==> src/rtl/router_defines.svh <==
`ifndef ROUTER_DEFINES_SVH
`define ROUTER_DEFINES_SVH

// node id width for 16 nodes
`define NODE_ID_W 4

// one routing entry per node
`define NUM_NODES 16

// neighbor slots in the silence monitor
`define MAX_NEIGHBORS 8

// silent cycles before a neighbor is dropped
`define EXPIRE_CYCLES 200

// flit payload width
`define PAYLOAD_W 32

`endif

==> src/rtl/router_pkg.sv <==
`default_nettype none
`include "router_defines.svh"

package router_pkg;

    typedef logic [`NODE_ID_W-1:0] node_id_t;

    // kind field of a flit
    typedef enum logic [1:0] {
        FLIT_DATA   = 2'd0,
        FLIT_ASSIGN = 2'd1,
        FLIT_RSVD_2 = 2'd2,
        FLIT_RSVD_3 = 2'd3
    } flit_kind_t;

    typedef struct packed {
        flit_kind_t            kind;
        node_id_t              src;
        node_id_t              dst;
        logic [`PAYLOAD_W-1:0] payload;
    } flit_t;

    // flit plus the neighbor it came in from
    typedef struct packed {
        flit_t    flit;
        node_id_t from_id;
    } rx_flit_t;

    typedef enum logic [1:0] {
        OP_DATA   = 2'd0,
        OP_ASSIGN = 2'd1,
        OP_DROP   = 2'd2
    } route_op_t;

    typedef struct packed {
        route_op_t op;
        flit_t     flit;
        node_id_t  from_id;
    } decoded_t;

    typedef enum logic [1:0] {
        DIR_CPU     = 2'd0,
        DIR_FORWARD = 2'd1,
        DIR_NONE    = 2'd2
    } route_dir_t;

    typedef struct packed {
        route_dir_t dir;
        node_id_t   next_hop;
        flit_t      flit;
    } routed_t;

    typedef struct packed {
        flit_t    flit;
        node_id_t next_hop;
    } tx_flit_t;

    typedef enum logic {
        UNASSIGNED = 1'b0,
        ASSIGNED   = 1'b1
    } node_state_t;

endpackage

`default_nettype wire

==> src/rtl/flit_decode.sv <==
`timescale 1ns/1ps
`default_nettype none

module flit_decode
    import router_pkg::*;
(
    input  logic     nocclk,
    input  logic     rst_n,
    input  rx_flit_t in_flit,
    input  logic     in_valid,
    input  logic     advance,
    output decoded_t dec,
    output logic     dec_valid,
    output logic     heard_valid,
    output node_id_t heard_id
);

    route_op_t op;
    logic      accept;

    // in_ready is advance, so this is the handshake
    assign accept = in_valid && advance;

    // malformed flits become drops
    always_comb begin
        case (in_flit.flit.kind)
            FLIT_DATA:                op = OP_DATA;
            FLIT_ASSIGN:              op = OP_ASSIGN;
            FLIT_RSVD_2, FLIT_RSVD_3: op = OP_DROP;
            default:                  op = OP_DROP;
        endcase
        if (in_flit.flit.src == in_flit.flit.dst) begin
            op = OP_DROP;
        end
    end

    always_ff @(posedge nocclk) begin
        if (!rst_n) begin
            dec_valid   <= 1'b0;
            heard_valid <= 1'b0;
        end else begin
            if (advance) begin
                dec_valid <= in_valid;
            end
            heard_valid <= accept;
        end
    end

    always_ff @(posedge nocclk) begin
        if (accept) begin
            dec.op      <= op;
            dec.flit    <= in_flit.flit;
            dec.from_id <= in_flit.from_id;
            heard_id    <= in_flit.from_id;
        end
    end

endmodule

`default_nettype wire

==> src/rtl/route_execute.sv <==
`timescale 1ns/1ps
`default_nettype none
`include "router_defines.svh"

module route_execute
    import router_pkg::*;
(
    input  logic     nocclk,
    input  logic     rst_n,
    input  decoded_t dec,
    input  logic     dec_valid,
    input  logic     advance,
    input  logic     expire_valid,
    input  node_id_t expire_id,
    output routed_t  routed,
    output logic     routed_valid,
    output node_id_t node_id,
    output logic     node_assigned
);

    node_state_t           state;
    node_id_t              self_id;
    logic                  parent_valid;
    node_id_t              parent_id;
    logic [`NUM_NODES-1:0] tbl_valid;
    node_id_t              tbl_hop [`NUM_NODES];

    logic       step;
    logic       do_assign;
    logic       do_learn;
    route_dir_t dir;
    node_id_t   hop;

    assign step      = advance && dec_valid;
    assign do_assign = step && (dec.op == OP_ASSIGN) && (state == UNASSIGNED);
    assign do_learn  = step && (dec.op == OP_DATA) && (state == ASSIGNED);

    ////////////////////////////////////////////////////////////////////////////
    // lookup sees the table before this edge's learning
    always_comb begin
        dir = DIR_NONE;
        hop = self_id;
        if (dec.op == OP_DATA && state == ASSIGNED) begin
            if (dec.flit.dst == self_id) begin
                dir = DIR_CPU;
            end else if (tbl_valid[dec.flit.dst]) begin
                dir = DIR_FORWARD;
                hop = tbl_hop[dec.flit.dst];
            end else if (parent_valid) begin
                // default route
                dir = DIR_FORWARD;
                hop = parent_id;
            end
        end
    end

    ////////////////////////////////////////////////////////////////////////////
    // node state and parent
    always_ff @(posedge nocclk) begin
        if (!rst_n) begin
            state        <= UNASSIGNED;
            self_id      <= '0;
            parent_valid <= 1'b0;
        end else if (expire_valid) begin
            if (parent_id == expire_id) begin
                parent_valid <= 1'b0;
            end
        end else if (do_assign) begin
            state        <= ASSIGNED;
            self_id      <= dec.flit.dst;
            parent_valid <= 1'b1;
        end
    end

    always_ff @(posedge nocclk) begin
        if (do_assign) begin
            parent_id <= dec.from_id;
        end
    end

    // routing table learned from src
    always_ff @(posedge nocclk) begin
        if (!rst_n) begin
            tbl_valid <= '0;
        end else if (expire_valid) begin
            for (int i = 0; i < `NUM_NODES; i++) begin
                if (tbl_hop[i] == expire_id) begin
                    tbl_valid[i] <= 1'b0;
                end
            end
        end else if (do_learn) begin
            tbl_valid[dec.flit.src] <= 1'b1;
        end
    end

    always_ff @(posedge nocclk) begin
        if (do_learn) begin
            tbl_hop[dec.flit.src] <= dec.from_id;
        end
    end

    ////////////////////////////////////////////////////////////////////////////
    // stage register
    always_ff @(posedge nocclk) begin
        if (!rst_n) begin
            routed_valid <= 1'b0;
        end else if (advance) begin
            routed_valid <= dec_valid;
        end
    end

    always_ff @(posedge nocclk) begin
        if (advance) begin
            routed.dir      <= dir;
            routed.next_hop <= hop;
            routed.flit     <= dec.flit;
        end
    end

    assign node_id       = self_id;
    assign node_assigned = (state == ASSIGNED);

endmodule

`default_nettype wire

==> src/rtl/neighbor_monitor.sv <==
`timescale 1ns/1ps
`default_nettype none
`include "router_defines.svh"

module neighbor_monitor
    import router_pkg::*;
(
    input  logic     nocclk,
    input  logic     rst_n,
    input  logic     heard_valid,
    input  node_id_t heard_id,
    output logic     expire_valid,
    output node_id_t expire_id
);

    localparam int CNT_W  = $clog2(`EXPIRE_CYCLES + 1);
    localparam int SLOT_W = $clog2(`MAX_NEIGHBORS);

    node_id_t                  slot_id  [`MAX_NEIGHBORS];
    logic [CNT_W-1:0]          slot_cnt [`MAX_NEIGHBORS];
    logic [`MAX_NEIGHBORS-1:0] slot_busy;

    logic              exp_hit;
    logic [SLOT_W-1:0] exp_slot;
    logic              match_hit;
    logic [SLOT_W-1:0] match_slot;
    logic              free_hit;
    logic [SLOT_W-1:0] free_slot;
    logic              claim;
    logic [SLOT_W-1:0] claim_slot;

    // descending priority search so the lowest slot wins
    always_comb begin
        exp_hit    = 1'b0;
        exp_slot   = '0;
        match_hit  = 1'b0;
        match_slot = '0;
        free_hit   = 1'b0;
        free_slot  = '0;
        for (int i = `MAX_NEIGHBORS - 1; i >= 0; i--) begin
            if (slot_busy[i] && slot_cnt[i] == CNT_W'(`EXPIRE_CYCLES)) begin
                exp_hit  = 1'b1;
                exp_slot = SLOT_W'(i);
            end
            if (slot_busy[i] && slot_id[i] == heard_id) begin
                match_hit  = 1'b1;
                match_slot = SLOT_W'(i);
            end
            if (!slot_busy[i]) begin
                free_hit  = 1'b1;
                free_slot = SLOT_W'(i);
            end
        end
    end

    // known id restarts its slot, new id takes a free one
    assign claim      = heard_valid && (match_hit || free_hit);
    assign claim_slot = match_hit ? match_slot : free_slot;

    always_ff @(posedge nocclk) begin
        if (!rst_n) begin
            slot_busy <= '0;
        end else begin
            if (exp_hit) begin
                slot_busy[exp_slot] <= 1'b0;
            end
            if (claim) begin
                slot_busy[claim_slot] <= 1'b1;
            end
        end
    end

    // counters saturate until their slot is served
    always_ff @(posedge nocclk) begin
        for (int i = 0; i < `MAX_NEIGHBORS; i++) begin
            if (slot_busy[i] && slot_cnt[i] != CNT_W'(`EXPIRE_CYCLES)) begin
                slot_cnt[i] <= slot_cnt[i] + 1'b1;
            end
        end
        if (claim) begin
            slot_cnt[claim_slot] <= '0;
            slot_id[claim_slot]  <= heard_id;
        end
    end

    assign expire_valid = exp_hit;
    assign expire_id    = slot_id[exp_slot];

endmodule

`default_nettype wire

==> src/rtl/route_result.sv <==
`timescale 1ns/1ps
`default_nettype none

module route_result
    import router_pkg::*;
(
    input  logic     nocclk,
    input  logic     rst_n,
    input  routed_t  routed,
    input  logic     routed_valid,
    input  logic     advance,
    input  logic     cpu_ready,
    input  logic     fwd_ready,
    output flit_t    cpu_flit,
    output logic     cpu_valid,
    output tx_flit_t fwd_flit,
    output logic     fwd_valid,
    output logic     blocked
);

    routed_t held;
    logic    held_valid;

    // DIR_NONE records turn into bubbles here
    always_ff @(posedge nocclk) begin
        if (!rst_n) begin
            held_valid <= 1'b0;
        end else if (advance) begin
            held_valid <= routed_valid && (routed.dir != DIR_NONE);
        end else if (!blocked) begin
            // stalled by expiry, but the held flit left this edge
            held_valid <= 1'b0;
        end
    end

    always_ff @(posedge nocclk) begin
        if (advance) begin
            held <= routed;
        end
    end

    assign cpu_valid = held_valid && (held.dir == DIR_CPU);
    assign fwd_valid = held_valid && (held.dir == DIR_FORWARD);

    assign cpu_flit          = held.flit;
    assign fwd_flit.flit     = held.flit;
    assign fwd_flit.next_hop = held.next_hop;

    assign blocked = (cpu_valid && !cpu_ready) || (fwd_valid && !fwd_ready);

endmodule

`default_nettype wire

==> src/rtl/noc_router.sv <==
`timescale 1ns/1ps
`default_nettype none

module noc_router
    import router_pkg::*;
(
    input  logic     nocclk,
    input  logic     rst_n,
    input  rx_flit_t in_flit,
    input  logic     in_valid,
    output logic     in_ready,
    output flit_t    cpu_flit,
    output logic     cpu_valid,
    input  logic     cpu_ready,
    output tx_flit_t fwd_flit,
    output logic     fwd_valid,
    input  logic     fwd_ready,
    output node_id_t node_id,
    output logic     node_assigned
);

    decoded_t dec;
    logic     dec_valid;
    routed_t  routed;
    logic     routed_valid;
    logic     heard_valid;
    node_id_t heard_id;
    logic     expire_valid;
    node_id_t expire_id;
    logic     blocked;
    logic     advance;

    // whole pipeline moves together, expiry takes one cycle of its own
    assign advance  = !(blocked || expire_valid);
    assign in_ready = advance;

    ////////////////////////////////////////////////////////////////////////////
    // decode, execute, result
    flit_decode flit_decode_i (
        .nocclk      (nocclk),
        .rst_n       (rst_n),
        .in_flit     (in_flit),
        .in_valid    (in_valid),
        .advance     (advance),
        .dec         (dec),
        .dec_valid   (dec_valid),
        .heard_valid (heard_valid),
        .heard_id    (heard_id)
    );

    route_execute route_execute_i (
        .nocclk        (nocclk),
        .rst_n         (rst_n),
        .dec           (dec),
        .dec_valid     (dec_valid),
        .advance       (advance),
        .expire_valid  (expire_valid),
        .expire_id     (expire_id),
        .routed        (routed),
        .routed_valid  (routed_valid),
        .node_id       (node_id),
        .node_assigned (node_assigned)
    );

    route_result route_result_i (
        .nocclk       (nocclk),
        .rst_n        (rst_n),
        .routed       (routed),
        .routed_valid (routed_valid),
        .advance      (advance),
        .cpu_ready    (cpu_ready),
        .fwd_ready    (fwd_ready),
        .cpu_flit     (cpu_flit),
        .cpu_valid    (cpu_valid),
        .fwd_flit     (fwd_flit),
        .fwd_valid    (fwd_valid),
        .blocked      (blocked)
    );

    ////////////////////////////////////////////////////////////////////////////
    // neighbor silence tracking
    neighbor_monitor neighbor_monitor_i (
        .nocclk       (nocclk),
        .rst_n        (rst_n),
        .heard_valid  (heard_valid),
        .heard_id     (heard_id),
        .expire_valid (expire_valid),
        .expire_id    (expire_id)
    );

endmodule

`default_nettype wire

==> config.mk <==
export PLATFORM = sky130hd
export DESIGN_NAME = noc_router
export DESIGN_NICKNAME = d
export VERILOG_FILES = /design/src/rtl/router_pkg.sv /design/src/rtl/flit_decode.sv /design/src/rtl/route_execute.sv /design/src/rtl/neighbor_monitor.sv /design/src/rtl/route_result.sv /design/src/rtl/noc_router.sv
export VERILOG_INCLUDE_DIRS = /design/src /design/src/rtl
export SDC_FILE = /design/constraint.sdc
export NUM_CORES = 1
export LEC_CHECK = 0
export ABC_AREA = 1
export BUFFER_PORTS_ARGS = -buffer_cell sky130_fd_sc_hd__buf_2
export CORE_MARGIN = 1
export CORE_UTILIZATION = 54
export CTS_CLUSTER_DIAMETER = 80
export CTS_CLUSTER_SIZE = 24
export DETAILED_ROUTE_END_ITERATION = 6
export HOLD_SLACK_MARGIN = 0.15
export PLACE_DENSITY = 0.7
export SLEW_MARGIN = 0
export SYNTH_ARGS = -nofsm -noshare
export SYNTH_HDL_FRONTEND = slang
export SYNTH_SLANG_ARGS = --single-unit
==> constraint.sdc <==
create_clock -name nocclk -period 9.6 [get_ports nocclk]
set_input_delay 0.96 -clock nocclk [delete_from_list [all_inputs] [get_ports nocclk]]
set_output_delay 0.96 -clock nocclk [all_outputs]
set_load 0.05 [all_outputs]
==> results.toml, run 1 <==
[status]
status = "complete, no violations"

[setup_path]
critPathSlowestCell = "inv_2"
cp.arrival_ns = 4.54
critPathBufInv = 5
timing.rr.end = "flit_decode_i.dec[2]$_DFFE_PN_"
crit_fanout = 73
cp-start-kind = "flip-flop"
path_cells = "inv_1 > ha_1 > nand2_1 > nor3_2 > nand3_4 > nand2_2 > nor2_4 > inv_2 > nor2_1 > nand2_1 > inv_4 > buf_4 > nand2_1 > inv_2"
critPathMaxStageDelay_ns = 0.84
crit_family = "buffers and inverters"
cp-startpoint = "neighbor_monitor_i.slot_cnt[0][0]$_SDFFE_PP0P_"
crit_type = "flip-flop to flip-flop"
regToRegSetupSlack_ns = 5.20
end_kind = "flip-flop"
r2r-start = "neighbor_monitor_i.slot_cnt[0][0]$_SDFFE_PP0P_"
cp.required_ns = 9.75
cpMostUsedCell = "nand2_1"
rr_worst_depth = 14

[pwr]
vdd_ir_drop_max_uv = 128
p_leak_nw = 7.15
power_mw = 2.84
power_density_nw_per_um2 = 167

[sta]
setup_viol = 0
tightestPinTransition_ns = 1.06
slew_viol_final = 0
relSlewSlack_pct = 29.2
grt_setup_unrepaired = "no"
post-route-period-util_pct = 45.8
fin_hold_ws_ns = 0.419
setup_tns_ns = 0
fin_skew_ns = 0.0307
period_minus_slack_ns = 4.40
hold_violations = 0
timing.fmax_ghz = 0.228

[yosys]
async_flop_share_pct = 0
yosysTopAreaCell = "edfxtp_1"
netlist.area_leader.share_pct = 45.7
syn_inst = 1609
synth_cell_types = 57
yosysSeqAreaShare_pct = 58.4
synth-edff-count = 244
synthTopCellsByArea = "edfxtp_1 46%, dfxtp_1 13%, nand2_1 6.4%"
ys_warn_count = 0
avgSynthCellArea_um2 = 9.98
ys_ff_latch = 346
ys.flop_type = "edfxtp_1"
syn_area_um2 = 16100
synth_fp_nets = 1676

[global_routing]
grt_max_degree = 74
grt_pass1_vias = 10600
overflow = 0
antenna_found_initial = 0
grt_pass1_wl_mm = 55.1
grt_usage_pct = 22.8

[min_path]
min_from = "flit_decode_i.dec[5]$_DFFE_PN_"
hp-class = "flip-flop to flip-flop"
whs_endpoint = "route_execute_i.routed[1]$_DFFE_PN_"
holdPathStages = 0

[place]
dp_hpwl_mm = 23.0
placed_cell_area_um2 = 16400
routabilityCongestion = 0.900
place.port_buffers = 146

[cells_and_area]
diodes = 0
n_fill_cell = 2483
fin_area_um2 = 17000
drive_gt1_share_pct = 14.7
area_growth_pct = 5.77
multi_input_area_um2 = 5010
layout.nets = 1724
regArea_um2 = 9370

[die]
ios = 147
die_h_um = 174
start_util_pct = 55.5
die_area_um2 = 30400
core_area_um2 = 28900
rows = 62
die_width_um = 174

[clocking]
cts_buffer_depth = 3
cts_resized = 0
htreeDepth = 1
cts.reportedPaths.clkPinSlew_ns = 0.09
cts_tree = "yes"
cts_buffers = 19
cts_root_buf = "clkbuf_16"
post_cts_buffers = 0
worstSkewPairLatency_ns = 0.53
hold_buffers = 0
cts.sinks = 346

[detailed_routing]
dr.first_iter.drc_count = 1041
routed_wl_mm = 34.3
first_pass_iters = 6
avgViaCountPerCell = 5.41
post_drt_wl_per_cell_um = 16.7
vias = 11100
drc = 0
final_antenna_net_count = 0

[job]
drv_cap = 0
## layer usage
metal  GRT usage [%]  vias to the layer above  share of wire [%]
met4            6.83                        0                2.3
met1            31.9                     5131                 43
met3            3.30                       67                8.6
met5               0                        -                  0
li1                -                     5380                  -
met2            36.8                      531                 46
## worst max path at each step
stage                                            endpoint  cells past startpoint
after floorplan            flit_decode_i.dec[0]$_DFFE_PN_                     15
after global placement    flit_decode_i.dec[38]$_DFFE_PN_                     14
after detailed placement  flit_decode_i.dec[36]$_DFFE_PN_                     14
after CTS                 flit_decode_i.dec[40]$_DFFE_PN_                     14
final                      flit_decode_i.dec[2]$_DFFE_PN_                     14
after global routing                            flip-flop                     15
## area by class of cell
cell class | instances | area share [%]
sequential | 346 | 55.2
clock inverter | 3 | 0.251
tap | 384 | 2.83
inverter | 206 | 4.57
clock buffer | 30 | 3.04
multi-input combinational | 931 | 29.5
timing repair buffer | 153 | 4.61
## flip-flops by register name, summed over array words and instances, names as in the netlist, 2 cells and up, named ones only
name                          flops
flit_decode_i.dec                48
neighbor_monitor_i.slot_busy      8
neighbor_monitor_i.slot_cnt      64
neighbor_monitor_i.slot_id       32
route_execute_i.node_id           4
route_execute_i.parent_id         4
route_execute_i.routed           48
route_execute_i.tbl_hop          64
route_execute_i.tbl_valid        16
route_result_i.cpu_flit          42
route_result_i.fwd_flit           4
route_result_i.held               2
## power breakdown
group          internal (mW)  switching [mW]  leakage [nW]
sequential              1.66          0.0429          3.23
clock                  0.385           0.482         0.269
combinational         0.0780           0.196          3.65
total                   2.12           0.721          7.15
## synth_stat cells (2+ instances only)
| library cell | number |
|---|---|
| clkbuf_1 | 14 |
| xor2_1 | 50 |
| nor2_1 | 132 |
| nand2_2 | 8 |
| nor2_4 | 9 |
| o21ai_1 | 3 |
| dfxtp_1 | 102 |
| inv_1 | 180 |
| nand3_2 | 4 |
| nand3_1 | 96 |
| nand2_4 | 5 |
| o211ai_1 | 12 |
| a21oi_1 | 85 |
| buf_6 | 7 |
| nor4_1 | 2 |
| nand4_1 | 19 |
| o221ai_1 | 4 |
| nor3_2 | 3 |
| edfxtp_1 | 244 |
| or2_2 | 3 |
| xnor2_1 | 17 |
| nor2_2 | 5 |
| nand2_1 | 273 |
| a31oi_1 | 2 |
| o21a_1 | 6 |
| buf_2 | 8 |
| o22ai_1 | 11 |
| nor3_1 | 21 |
| or4_1 | 2 |
| a211oi_1 | 4 |
| and3_1 | 6 |
| buf_1 | 2 |
| nor3b_1 | 10 |
| a221oi_1 | 5 |
| inv_2 | 25 |
| nand3b_1 | 19 |
| buf_4 | 94 |
| ha_1 | 16 |
| o21ai_0 | 79 |
| mux2i_1 | 5 |
## stage by stage
stage,utilization (%),setup WS [ns],cells
floorplan,-,5.64,1609
global placement,56.7,5.31,2020
detailed placement,56.7,5.21,2020
CTS,58.7,5.23,2053
global route,58.7,4.78,2053
finish,58.7,5.20,2053
## logic make-up after synthesis
logic type / synth area share, %
mux: 0.312
flops: 58.4
simple gates: 18.2
fa+ha+maj: 1.25
buf+inv: 10.4
compound gates: 7.77
xor+xnor: 3.66
## cell usage in the layout (no fill, tap or decap), types with 21 or more instances in the layout
master	netlist	routed
nand2_1	273	273
edfxtp_1	244	244
inv_1	180	180
buf_2	8	146
nor2_1	132	132
dfxtp_1	102	102
nand3_1	96	96
a21oi_1	85	85
o21ai_0	79	79
xor2_1	50	50
inv_2	25	24
nor3_1	21	21
No activity file was read; power rests on OpenSTA's default activity.
==> run 2: changes to the inputs <==
--- a/config.mk
+++ b/config.mk
@@ -14,7 +14,7 @@
 export CTS_CLUSTER_SIZE = 24
 export DETAILED_ROUTE_END_ITERATION = 6
 export HOLD_SLACK_MARGIN = 0.15
-export PLACE_DENSITY = 0.7
+export PLACE_DENSITY = 0.72
 export SLEW_MARGIN = 0
 export SYNTH_ARGS = -nofsm -noshare
 export SYNTH_HDL_FRONTEND = slang
==> constraint.sdc (replaced) <==
create_clock -name nocclk -period 3.7 [get_ports nocclk]
set_input_delay 0.37 -clock nocclk [delete_from_list [all_inputs] [get_ports nocclk]]
set_output_delay 0.37 -clock nocclk [all_outputs]
set_load 0.05 [all_outputs]
==> results.toml, run 2 (synthesis results as in run 1) <==
[sta]
grt_setup_unrepaired = "no"
setup_tns_ns = 0
timing.fmax_ghz = 0.288
fin_skew_ns = 0.0287
relSlewSlack_pct = 38.1
setup_viol = 0
hold_violations = 0
fin_ws_ns = 0.228
period_minus_slack_ns = 3.47
tightestPinTransition_ns = 0.927
post-route-period-util_pct = 93.8
slew_viol_final = 0

[pwr]
power_frac_comb_pct = 10.2
clkPwrFrac_pct = 30.1
swShare_pct = 25.1
seqPwrFrac_pct = 59.8
p_sw_mw = 1.86
power_density_nw_per_um2 = 421
intPower_mw = 5.54
p_leak_nw = 7.42
vdd_ir_drop_max_uv = 420

[global_routing]
grt_pass1_wl_mm = 55.3
grt_pass1_vias = 10800
grt_max_degree = 98
antenna_found_initial = 0
overflow = 0
grt_usage_pct = 22.8

[clocking]
htreeDepth = 1
cts_buffers = 19
post_cts_buffers = 0
cts.sinks = 346
worstSkewPairLatency_ns = 0.52
cts.reportedPaths.clkPinSlew_ns = 0.11
cts_tree = "yes"
cts_root_buf = "clkbuf_16"
cts_buffer_depth = 3

[cells_and_area]
layout.nets = 1782
drive_gt1_share_pct = 15.1
area_growth_pct = 9.44
top_regs = "neighbor_monitor_i.slot_cnt: 64 flops, route_execute_i.tbl_hop: 64 flops"
fin_util_pct = 60.7
layout_commonest_cell = "nand2_1"
diodes = 0
fin_area_um2 = 17600
final_cell_mix = "273 x nand2_1, 244 x edfxtp_1, 180 x inv_1, 146 x buf_2, 132 x nor2_1"
n_fill_cell = 2391

[die]
die_width_um = 174
rows = 62
start_util_pct = 55.5
core_area_um2 = 28900
ios = 147
die_area_um2 = 30400
die_h_um = 174

[status]
status = "complete, no violations"

[detailed_routing]
post_drt_wl_per_cell_um = 16.5
first_pass_iters = 5
routed_wl_mm = 34.8
drc = 0
avgViaCountPerCell = 5.38
final_antenna_net_count = 0
dr.first_iter.drc_count = 1108
vias = 11400

[setup_path]
cp.required_ns = 3.33
crit_family = "buffers and inverters"
end_kind = "output port"
critPathSlowestCell = "dfxtp_1"
cp-start-kind = "flip-flop"
cp.arrival_ns = 3.10
crit_type = "flip-flop to output port"
crit_fanout = 97
cpMostUsedCell = "nand2_1"
critPathMaxStageDelay_ns = 0.40
path_cells = "inv_1 > ha_1 > nand2_1 > nor3_2 > nand3_4 > nand2_2 > nor2_4 > inv_2 > nor2_1 > nand2_1 > inv_4 > buf_16 > buf_2"
critPathBufInv = 5

[place]
placed_cell_area_um2 = 16500
place.port_buffers = 146
dp_hpwl_mm = 24.0
dp_slack_ns = 0.635
routabilityCongestion = 0.932

[min_path]
hp-class = "input pin to flip-flop"

[job]
drv_cap = 0
[run 2: cell types whose count changed in the layout (fill, tap and decap cells not counted), sizes merged]
cell / delta
buf: +12
clkbuf: -2
clkinv: +3
dlygate4sd3: +46
inv: -1
[run 2: metrics by stage]
stage / instances / hold WS (ns) / total power [mW]
6_report: 2111 / 0.205 / 7.40
5_1_grt: 2111 / 0.223 / 7.67
4_1_cts: 2111 / 0.210 / 7.45
3_5_place_dp: 2032 / 0.405 / 5.22
3_3_place_gp: 2032 / 0.400 / 5.19
2_1_floorplan: 1609 / 0.400 / 5.06
[run 2: final timing paths]
path,from,to,slack [ns],depth (start not counted)
setup reg to reg,flit_decode_i.dec[3]$_DFFE_PN_,neighbor_monitor_i.slot_id[2][1]$_DFFE_PP_,0.51,14
hold reg to reg,flit_decode_i.dec[9]$_DFFE_PN_,route_execute_i.routed[5]$_DFFE_PN_,0.42,0
hold / removal,in_valid,flit_decode_i.heard_valid$_SDFF_PN0_,0.20,3
setup / recovery,neighbor_monitor_i.slot_cnt[0][0]$_SDFFE_PP0P_,in_ready,0.23,13
[run 2: area by class of cell]
cell class / instances / area, um^2 / area share (%)
clock buffers: 28 / 519 / 2.96
multi-input cells: 931 / 5010 / 28.5
well taps: 384 / 480 / 2.74
clock inverters: 5 / 46.3 / 0.264
inverters: 206 / 776 / 4.42
repair buffers: 211 / 1370 / 7.78
flip-flops and latches: 346 / 9370 / 53.3
[run 2: power by group through the flow]
stage | Combinational [mW] | Sequential, mW | Clock, mW
after floorplan | 0.584 | 4.47 | 0
after global placement | 0.685 | 4.50 | 0
after detailed placement | 0.709 | 4.51 | 0
after CTS | 0.751 | 4.42 | 2.27
after global routing | 0.823 | 4.44 | 2.40
final | 0.754 | 4.42 | 2.23
[run 2: worst reg2reg max path: stages, from the launching register on]
cell	delay, ns
edfxtp_1	0.68
inv_1	0.27
a221oi_1	0.29
nand2_1	0.07
nor3_1	0.26
inv_1	0.12
nand3_2	0.10
nor2_2	0.07
nand3_1	0.09
nand2_1	0.06
nor2_1	0.12
inv_1	0.07
nor2_1	0.08
inv_1	0.08
nor2_2	0.45
[run 2: metal layers]
layer	vias up	GRT usage [%]	share of wire [%]
li1	5501	-	-
met1	5295	30.7	42
met3	59	2.82	8.7
met2	505	38.6	48
met5	-	0	0
met4	0	6.58	1.8
[run 2: what timing repair did]
item	CTS	global route
endpoints found under the hold margin	50	0
endpoints found under the setup margin	0	1
resized for setup	0	1
hold buffers	46	0
